**src/csr_bridge_pkg.sv**
```systemverilog
/*
 * Bus widths, response codes and channel payloads for the AXI4-lite CSR path.
 * Registers are 32-bit words, so the two low byte-address bits never reach the register bus.
 */
package csr_bridge_pkg;

    // AXI byte address and register-bus word address
    localparam int axil_addr_width = 16;
    localparam int avmm_addr_width = 14;

    // Data path is one 32-bit word with a strobe per byte
    localparam int data_width = 32;
    localparam int strb_width = 4;

    // Transaction ID carried on every request and echoed on every response
    localparam int id_width = 4;

    // AXI response encoding, only OKAY and SLVERR are produced
    typedef logic [1:0] t_resp;
    localparam t_resp resp_okay = 2'd0;
    localparam t_resp resp_slverr = 2'd2;

    // Write address channel payload
    typedef struct packed {
        logic [axil_addr_width-1:0] addr;
        logic [id_width-1:0] id;
    } t_aw_payload;

    // Write data channel payload
    typedef struct packed {
        logic [data_width-1:0] data;
        logic [strb_width-1:0] strb;
    } t_w_payload;

    // Register 0 reads as this identity word
    localparam logic [data_width-1:0] regfile_id_value = 32'hc5a0_0001;

endpackage

```
**src/avmm_rdwr_if.sv**
```systemverilog
/*
 * Avalon-style register bus split into independent read and write halves.
 * Addresses are word addresses and responses carry no back-pressure.
 */
`timescale 1ns/1ps

interface avmm_rdwr_if;
    import csr_bridge_pkg::*;

    // Read request and its response
    logic rd_read;
    logic [avmm_addr_width-1:0] rd_address;
    logic rd_waitrequest;
    logic rd_readdatavalid;
    logic [data_width-1:0] rd_readdata;
    t_resp rd_response;

    // Write request, with the AXI ID riding along as user data
    logic wr_write;
    logic [avmm_addr_width-1:0] wr_address;
    logic [data_width-1:0] wr_writedata;
    logic [strb_width-1:0] wr_byteenable;
    logic [id_width-1:0] wr_user;
    logic wr_waitrequest;

    // Write response, the user field echoes wr_user
    logic wr_writeresponsevalid;
    t_resp wr_response;
    logic [id_width-1:0] wr_writeresponseuser;

    modport source
    (
        output rd_read, rd_address, wr_write, wr_address, wr_writedata, wr_byteenable, wr_user,
        input rd_waitrequest, rd_readdatavalid, rd_readdata, rd_response,
        input wr_waitrequest, wr_writeresponsevalid, wr_response, wr_writeresponseuser
    );

    modport sink
    (
        input rd_read, rd_address, wr_write, wr_address, wr_writedata, wr_byteenable, wr_user,
        output rd_waitrequest, rd_readdatavalid, rd_readdata, rd_response,
        output wr_waitrequest, wr_writeresponsevalid, wr_response, wr_writeresponseuser
    );

endinterface

```
**src/axil_if.sv**
```systemverilog
/*
 * AXI4-lite bus with IDs. B has no bready, so the manager must take bvalid in any cycle.
 */
`timescale 1ns/1ps

interface axil_if;
    import csr_bridge_pkg::*;

    // Write address channel
    logic awvalid;
    logic awready;
    t_aw_payload aw;

    // Write data channel
    logic wvalid;
    logic wready;
    t_w_payload w;

    // Write response is a single-cycle pulse
    logic bvalid;
    t_resp bresp;
    logic [id_width-1:0] bid;

    // Read address channel
    logic arvalid;
    logic arready;
    logic [axil_addr_width-1:0] araddr;
    logic [id_width-1:0] arid;

    // Read data channel
    logic rvalid;
    logic rready;
    logic [data_width-1:0] rdata;
    t_resp rresp;
    logic [id_width-1:0] rid;

    // The side that issues requests
    modport manager
    (
        output awvalid, aw, wvalid, w, arvalid, araddr, arid, rready,
        input awready, wready, bvalid, bresp, bid, arready, rvalid, rdata, rresp, rid
    );

    // The side that serves requests
    modport subordinate
    (
        input awvalid, aw, wvalid, w, arvalid, araddr, arid, rready,
        output awready, wready, bvalid, bresp, bid, arready, rvalid, rdata, rresp, rid
    );

endinterface

```
**src/axil_csr_top.sv**
```systemverilog
/*
 * CSR subsystem with a plain AXI4-lite port. There is no bready, so bvalid must be
 * taken in the cycle it is high.
 */
`timescale 1ns/1ps

module axil_csr_top
#(
    parameter int N_REGS = 16,
    parameter int RD_LATENCY = 2
)
(
    input  logic clk,
    input  logic reset_n,

    // Write address
    input  logic awvalid,
    output logic awready,
    input  logic [csr_bridge_pkg::axil_addr_width-1:0] awaddr,
    input  logic [csr_bridge_pkg::id_width-1:0] awid,

    // Write data
    input  logic wvalid,
    output logic wready,
    input  logic [csr_bridge_pkg::data_width-1:0] wdata,
    input  logic [csr_bridge_pkg::strb_width-1:0] wstrb,

    // Write response
    output logic bvalid,
    output csr_bridge_pkg::t_resp bresp,
    output logic [csr_bridge_pkg::id_width-1:0] bid,

    // Read address
    input  logic arvalid,
    output logic arready,
    input  logic [csr_bridge_pkg::axil_addr_width-1:0] araddr,
    input  logic [csr_bridge_pkg::id_width-1:0] arid,

    // Read data
    output logic rvalid,
    input  logic rready,
    output logic [csr_bridge_pkg::data_width-1:0] rdata,
    output csr_bridge_pkg::t_resp rresp,
    output logic [csr_bridge_pkg::id_width-1:0] rid
);

    axil_if axil_bus();
    avmm_rdwr_if avmm_bus();

    // Manager side of the AXI bus comes straight from the ports
    assign axil_bus.awvalid = awvalid;
    assign axil_bus.aw = '{addr: awaddr, id: awid};
    assign axil_bus.wvalid = wvalid;
    assign axil_bus.w = '{data: wdata, strb: wstrb};
    assign axil_bus.arvalid = arvalid;
    assign axil_bus.araddr = araddr;
    assign axil_bus.arid = arid;
    assign axil_bus.rready = rready;

    assign awready = axil_bus.awready;
    assign wready = axil_bus.wready;
    assign bvalid = axil_bus.bvalid;
    assign bresp = axil_bus.bresp;
    assign bid = axil_bus.bid;
    assign arready = axil_bus.arready;
    assign rvalid = axil_bus.rvalid;
    assign rdata = axil_bus.rdata;
    assign rresp = axil_bus.rresp;
    assign rid = axil_bus.rid;

    axil_to_avmm_rdwr axil_to_avmm_rdwr_i
    (
        .clk,
        .reset_n,
        .axil_source(axil_bus.subordinate),
        .avmm_sink(avmm_bus.source)
    );

    csr_regfile
    #(
        .N_REGS(N_REGS),
        .RD_LATENCY(RD_LATENCY)
    )
    csr_regfile_i
    (
        .clk,
        .reset_n,
        .avmm_source(avmm_bus.sink)
    );

endmodule

```
**src/axil_to_avmm_rdwr.sv**
```systemverilog
/*
 * AXI4-lite to split Avalon bridge. One read is outstanding at a time, writes have no
 * response flow control, and the low two byte-address bits are dropped.
 */
`timescale 1ns/1ps

module axil_to_avmm_rdwr
(
    input  logic clk,
    input  logic reset_n,

    axil_if.subordinate axil_source,
    avmm_rdwr_if.source avmm_sink
);
    import csr_bridge_pkg::*;

    // First AXI address bit that maps onto the word address
    localparam int addr_lsb = axil_addr_width - avmm_addr_width;

    // ==================================================================
    //  Reads
    // ==================================================================

    // Cleared from the ar transfer until the r transfer, which keeps the
    // single registered response slot from ever being overrun
    logic rd_not_busy;

    // ID of the read in flight, returned with its data
    logic [id_width-1:0] rd_id_held;

    always_comb
    begin
        axil_source.arready = !avmm_sink.rd_waitrequest && rd_not_busy;
        avmm_sink.rd_read = axil_source.arvalid && rd_not_busy;
        avmm_sink.rd_address = axil_source.araddr[addr_lsb +: avmm_addr_width];
    end

    always_ff @(posedge clk)
    begin
        if (!reset_n)
        begin
            rd_not_busy <= 1'b1;
            axil_source.rvalid <= 1'b0;
        end
        else
        begin
            if (axil_source.rvalid && axil_source.rready)
            begin
                // Response taken, the next read may go
                rd_not_busy <= 1'b1;
                axil_source.rvalid <= 1'b0;
            end
            else if (axil_source.arvalid && axil_source.arready)
            begin
                rd_not_busy <= 1'b0;
            end

            // Data from the sink is held here until the manager raises rready
            if (avmm_sink.rd_readdatavalid)
            begin
                axil_source.rvalid <= 1'b1;
            end
        end
    end

    // Read payload
    always_ff @(posedge clk)
    begin
        if (axil_source.arvalid && axil_source.arready)
        begin
            rd_id_held <= axil_source.arid;
        end

        if (avmm_sink.rd_readdatavalid)
        begin
            axil_source.rdata <= avmm_sink.rd_readdata;
            axil_source.rresp <= avmm_sink.rd_response;
            axil_source.rid <= rd_id_held;
        end
    end

    // ==================================================================
    //  Writes
    // ==================================================================

    // Address and data arrive on independent channels, so each is queued
    // and the two heads are paired into one Avalon write
    t_aw_payload aw_head;
    t_w_payload w_head;
    logic aw_pending;
    logic w_pending;
    logic wr_issue;

    // Both heads leave their FIFOs on the cycle the write is accepted
    assign wr_issue = aw_pending && w_pending && !avmm_sink.wr_waitrequest;

    fifo2
    #(
        .T_PAYLOAD(t_aw_payload)
    )
    aw_fifo
    (
        .clk,
        .reset_n,
        .enq_data(axil_source.aw),
        .enq_en(axil_source.awvalid && axil_source.awready),
        .not_full(axil_source.awready),
        .first(aw_head),
        .deq_en(wr_issue),
        .not_empty(aw_pending)
    );

    fifo2
    #(
        .T_PAYLOAD(t_w_payload)
    )
    w_fifo
    (
        .clk,
        .reset_n,
        .enq_data(axil_source.w),
        .enq_en(axil_source.wvalid && axil_source.wready),
        .not_full(axil_source.wready),
        .first(w_head),
        .deq_en(wr_issue),
        .not_empty(w_pending)
    );

    always_comb
    begin
        avmm_sink.wr_write = aw_pending && w_pending;
        avmm_sink.wr_address = aw_head.addr[addr_lsb +: avmm_addr_width];
        avmm_sink.wr_writedata = w_head.data;
        avmm_sink.wr_byteenable = w_head.strb;
        avmm_sink.wr_user = aw_head.id;

        // The sink's response goes out as is; the user field already holds the ID
        axil_source.bvalid = avmm_sink.wr_writeresponsevalid;
        axil_source.bresp = avmm_sink.wr_response;
        axil_source.bid = avmm_sink.wr_writeresponseuser;
    end

endmodule

```
**src/csr_regfile.sv**
```systemverilog
/*
 * CSR block on the split Avalon bus. Needs N_REGS >= 2 and RD_LATENCY >= 1.
 * Register 0 is a read-only identity word; addresses at or above N_REGS get SLVERR.
 */
`timescale 1ns/1ps

module csr_regfile
#(
    parameter int N_REGS = 16,
    parameter int RD_LATENCY = 2
)
(
    input  logic clk,
    input  logic reset_n,

    avmm_rdwr_if.sink avmm_source
);
    import csr_bridge_pkg::*;

    localparam int idx_width = $clog2(N_REGS);

    // Register 0 has no storage, it is a constant
    logic [data_width-1:0] regs [1:N_REGS-1];

    // ==================================================================
    //  Read pipeline
    // ==================================================================

    logic rd_accept;
    logic rd_in_range;
    logic [idx_width-1:0] rd_idx;
    logic [data_width-1:0] rd_word;

    logic [RD_LATENCY-1:0] rd_valid_pipe;
    logic [data_width-1:0] rd_data_pipe [RD_LATENCY];
    t_resp rd_resp_pipe [RD_LATENCY];

    // A read is taken every cycle
    assign avmm_source.rd_waitrequest = 1'b0;
    assign rd_accept = avmm_source.rd_read && !avmm_source.rd_waitrequest;

    assign rd_in_range = (avmm_source.rd_address < avmm_addr_width'(N_REGS));
    assign rd_idx = avmm_source.rd_address[idx_width-1:0];

    always_comb
    begin
        if (!rd_in_range)
            rd_word = '0;
        else if (rd_idx == '0)
            rd_word = regfile_id_value;
        else
            rd_word = regs[rd_idx];
    end

    // The valid bits shift alongside the data, several reads may be in flight
    always_ff @(posedge clk)
    begin
        if (!reset_n)
        begin
            rd_valid_pipe <= '0;
        end
        else
        begin
            rd_valid_pipe[0] <= rd_accept;
            for (int i = 1; i < RD_LATENCY; i++)
                rd_valid_pipe[i] <= rd_valid_pipe[i-1];
        end
    end

    always_ff @(posedge clk)
    begin
        rd_data_pipe[0] <= rd_word;
        rd_resp_pipe[0] <= rd_in_range ? resp_okay : resp_slverr;
        for (int i = 1; i < RD_LATENCY; i++)
        begin
            rd_data_pipe[i] <= rd_data_pipe[i-1];
            rd_resp_pipe[i] <= rd_resp_pipe[i-1];
        end
    end

    assign avmm_source.rd_readdatavalid = rd_valid_pipe[RD_LATENCY-1];
    assign avmm_source.rd_readdata = rd_data_pipe[RD_LATENCY-1];
    assign avmm_source.rd_response = rd_resp_pipe[RD_LATENCY-1];

    // ==================================================================
    //  Write port
    // ==================================================================

    logic wr_accept;
    logic wr_in_range;
    logic [idx_width-1:0] wr_idx;

    // The stall cycle after a write is the same cycle its response goes out
    assign avmm_source.wr_waitrequest = avmm_source.wr_writeresponsevalid;
    assign wr_accept = avmm_source.wr_write && !avmm_source.wr_waitrequest;

    assign wr_in_range = (avmm_source.wr_address < avmm_addr_width'(N_REGS));
    assign wr_idx = avmm_source.wr_address[idx_width-1:0];

    always_ff @(posedge clk)
    begin
        if (!reset_n)
        begin
            for (int i = 1; i < N_REGS; i++)
                regs[i] <= '0;
            avmm_source.wr_writeresponsevalid <= 1'b0;
        end
        else
        begin
            avmm_source.wr_writeresponsevalid <= wr_accept;

            // Only enabled byte lanes change; writes to register 0 are dropped
            if (wr_accept && wr_in_range && (wr_idx != '0))
            begin
                for (int b = 0; b < strb_width; b++)
                    if (avmm_source.wr_byteenable[b])
                        regs[wr_idx][8*b +: 8] <= avmm_source.wr_writedata[8*b +: 8];
            end
        end
    end

    // Response code and echoed ID for the accepted write
    always_ff @(posedge clk)
    begin
        if (wr_accept)
        begin
            avmm_source.wr_response <= wr_in_range ? resp_okay : resp_slverr;
            avmm_source.wr_writeresponseuser <= avmm_source.wr_user;
        end
    end

endmodule

```
**src/fifo2.sv**
```systemverilog
/*
 * Two-entry FIFO with a combinational head. enq_en is ignored while full and
 * deq_en is ignored while empty, so a full FIFO cannot enqueue and dequeue together.
 */
`timescale 1ns/1ps

module fifo2
#(
    parameter type T_PAYLOAD = logic
)
(
    input  logic clk,
    input  logic reset_n,

    input  T_PAYLOAD enq_data,
    input  logic enq_en,
    output logic not_full,

    output T_PAYLOAD first,
    input  logic deq_en,
    output logic not_empty
);

    // Entry 0 is always the head, entry 1 the tail when two are held
    T_PAYLOAD entry [2];
    logic [1:0] n_entries;

    logic do_enq;
    logic do_deq;

    assign not_full = (n_entries != 2'd2);
    assign not_empty = (n_entries != 2'd0);
    assign first = entry[0];

    assign do_enq = enq_en && not_full;
    assign do_deq = deq_en && not_empty;

    // Occupancy
    always_ff @(posedge clk)
    begin
        if (!reset_n)
        begin
            n_entries <= 2'd0;
        end
        else
        begin
            n_entries <= n_entries + 2'(do_enq) - 2'(do_deq);
        end
    end

    // Storage. A dequeue shifts the tail into the head slot, and a new entry lands
    // in the first slot that is free after that shift
    always_ff @(posedge clk)
    begin
        if (do_deq)
        begin
            entry[0] <= entry[1];
        end

        if (do_enq)
        begin
            if ((n_entries == 2'd0) || (do_deq && (n_entries == 2'd1)))
            begin
                entry[0] <= enq_data;
            end
            else
            begin
                entry[1] <= enq_data;
            end
        end
    end

endmodule

```
**config.mk**
```make
export PLATFORM = sky130hd
export DESIGN_NAME = axil_csr_top
export DESIGN_NICKNAME = d
export VERILOG_FILES = /design/src/csr_bridge_pkg.sv /design/src/avmm_rdwr_if.sv /design/src/axil_if.sv /design/src/axil_csr_top.sv /design/src/axil_to_avmm_rdwr.sv /design/src/csr_regfile.sv /design/src/fifo2.sv
export SDC_FILE = /design/constraint.sdc
export NUM_CORES = 1
export LEC_CHECK = 0
export BUFFER_PORTS_ARGS = -buffer_cell sky130_fd_sc_hd__buf_2
export CORE_UTILIZATION = 45
export CTS_CLUSTER_DIAMETER = 40
export DETAILED_ROUTE_END_ITERATION = 10
export GPL_TIMING_DRIVEN = 1
export PLACE_DENSITY = 0.71
export SLEW_MARGIN = 20
export SYNTH_ARGS = -nofsm -noshare
export SYNTH_HDL_FRONTEND = slang
export SYNTH_HIERARCHICAL = 1
export SYNTH_SLANG_ARGS = --single-unit
```
**constraint.sdc**
```tcl
create_clock -name clk -period 3.5 [get_ports clk]
set_input_delay 0.175 -clock clk [delete_from_list [all_inputs] [get_ports clk]]
set_output_delay 0.175 -clock clk [all_outputs]
set_load 0.1 [all_outputs]
```
==> flow_results.org <==
** Place
- Summed over all nets, the half-perimeter wirelength after detailed placement is 45.4 mm.
- Final Wtd Congestion :: 0.824
- Port buffering added 125 buffers.

** Critical path
- For the worst setup path, the data required time is 3810 ps.
- Startpoint kind of the worst setup timing path :: flip-flop
- Largest fanout on the critical path :: 9
- CP Class :: flip-flop to flip-flop
- Worst Setup End Kind :: flip-flop
- CP Data Arrival Time :: 3250 ps

** STA
- Summed over all failing endpoints, the final setup total negative slack is 0 ps.
- For this run, the top clock speed supported by timing is 341 MHz.
- Normalized max-slew margin :: 33.4%
- Total setup violations reported at the end of the flow :: 0
- Max-slew violation count :: 0
- Final period util :: 83.8%
- For the pin with the worst max-slew slack, the measured transition is 999 ps.
- Setup clock skew after layout :: 28.2 ps
- Final period demand of the worst path :: 2930 ps
- RSZ-0062 raised after global routing :: no
- The count of endpoints failing hold in the final timing report came to 0.

** Global routing
- Antenna violations before repair :: 0
- The first global-routing pass estimated 106 mm of wire.
- In the global route stage, overall resource usage came out at 19.3%.
- Entering global routing, the biggest net connects 80 pins.
- Vias in the first global route :: 17.7k
- Global route total overflow :: 0

** Clock tree
- CTS tree :: built
- In this run, post-CTS repair resized a total of 0 instances.
- Number of H-tree levels :: 3
- Clock-pin slew was measured on the worst setup and hold paths at 60 ps.
- For this design, the sink count on the clock tree is 735.
- CTS placed an instance of clkbuf_16 at the clock tree root.
- Hold repair after CTS inserted 65 buffers.
- Post-CTS timing repair inserted 0 buffers for setup.
- The longest clock path from root to sink contains 3 buffers.
- In this run, CTS created clock tree buffers numbering 101.
- Clock network latency to the later pin of the worst-skew pair :: 670 ps

** Detailed routing
- Routed wirelength normalized by instance count :: 21.7 um
- The first detailed-routing pass ran for 5 iterations.
- Detailed routing inserted a total of 17.1k vias.
- Drt first-iter violations :: 1320
- The detail route stage leaves a number of antenna-violating nets equal to 0.
- After detailed routing, the number of remaining DRC violations is 0.
- Vias per cell :: 5.30
- For this block, the routed nets add up to 69.8 mm of wire.

** Floorplan
- Once the floorplan was initialized, standard cells occupied 45.7% of the core.
- Top-Level Pins :: 131
- Core Rows :: 97
- In this run the standard cell core region covers 70400 um2.
- Vertical die dimension :: 269 um
- Total Die Area :: 72600 um2
- Width of the chip :: 269 um

** Yosys
- Average footprint of a synthesized cell :: 15.9 um2
- Synthesis produced a netlist whose cell count is 2029.
- Netlist area before placement :: 32200 um2
- Ys Warns :: 6

** Pwr
- Across the VDD grid, the largest voltage drop is 0.000931 V.
- In this run the static leakage power is 0.0144 uW.
- Power spread over the standard cell area amounts to 666 nW/um2.

** Worst hold path
- Class of the most critical hold timing path :: input port to flip-flop

** Cells and area
- The repair_antennas step left the layout with diodes totalling 0.
- Fillcell total :: 5535
- Once layout is complete, the utilization of the core stands at 53.2%.
- The library cell used most frequently in the layout, excluding fill and tap cells, is edfxtp_1.
- Area Growth Syn to Fin :: 16.3%
- The top cell types in the final layout, fill and taps aside, are edfxtp_1, and2_1, buf_2.
- In the final layout, the share of cells above drive strength 1 is 26.9%.
- Number of nets in the finished design :: 2276

** Status
- The run finished with clean final reports.

** Run
- Across the run, the number of max-cap violations was 0.
## state kept, by name (all words and copies together) (netlist names), 2 cells and up
register,cells
axil_to_avmm_rdwr_i/w_fifo/entry,72
axil_to_avmm_rdwr_i/axil_source.rresp,2
csr_regfile_i/rd_data_pipe,64
axil_to_avmm_rdwr_i/axil_source.rdata,32
csr_regfile_i/rd_resp_pipe,2
axil_to_avmm_rdwr_i/aw_fifo/n_entries,2
csr_regfile_i/rd_valid_pipe,2
csr_regfile_i/avmm_source.wr_writeresponseuser,4
axil_to_avmm_rdwr_i/w_fifo/n_entries,2
axil_to_avmm_rdwr_i/aw_fifo/entry,36
axil_to_avmm_rdwr_i/rd_id_held,4
csr_regfile_i/regs,505
axil_to_avmm_rdwr_i/axil_source.rid,4
## worst max-delay path: stages, from the launching register on
cell	delay (ps)
dfxtp_1	360
inv_1	130
nand2_1	120
and2_1	180
and3b_1	270
nand3b_2	450
buf_4	370
nor3_4	310
nand2b_1	390
## where the power goes
part	switching [uW]	leakage, uW	internal, uW
sequential	1270	0.00727	10600
combinational	1550	0.00544	938
clock	4100	0.00174	6490
## final cells by class
cell class	count	area (um2)	share of cell area, %
Sequential cell	735	21300	57.0
Inverter	15	56.3	0.150
Clock buffer	117	2690	7.20
Tap cell	940	1180	3.14
Timing Repair Buffer	244	1710	4.58
Multi-Input combinational cell	1093	9550	25.5
Clock inverter	74	912	2.44
## per-layer routing
layer,global-route usage [%],wire length (um)
met1,26.0,29800
met2,31.5,33600
met3,3.57,4360
met4,6.98,2100
met5,0,0
## path summary, 6_finish.rpt
kind,cells past startpoint,end,start,slack (ps)
min,4,csr_regfile_i/rd_data_pipe[0][24],araddr[2],110
max,8,csr_regfile_i/regs[13][8],axil_to_avmm_rdwr_i/w_fifo/n_entries[1],570
max reg2reg,8,csr_regfile_i/regs[13][8],axil_to_avmm_rdwr_i/w_fifo/n_entries[1],570
min reg2reg,0,csr_regfile_i/rd_data_pipe[0][47],csr_regfile_i/rd_data_pipe[0][15],320
## per-stage QoR
| stage | instances | hold slack [ps] | power [uW] | instance area [um2] | setup WS, ps |
|---|---|---|---|---|---|
| 4_1_cts | 3218 | 96.0 | 25100 | 37400 | 541 |
| 6_report | 3218 | 112 | 24900 | 37400 | 566 |
| 3_3_place_gp | 2962 | 311 | 14400 | 33200 | 606 |
| 5_1_grt | 3218 | 150 | 25700 | 37400 | 324 |
| 2_1_floorplan | 2056 | 274 | 13700 | 32300 | 577 |
| 3_5_place_dp | 2962 | 312 | 14500 | 33200 | 565 |
Power figures use the tool's default switching activity.
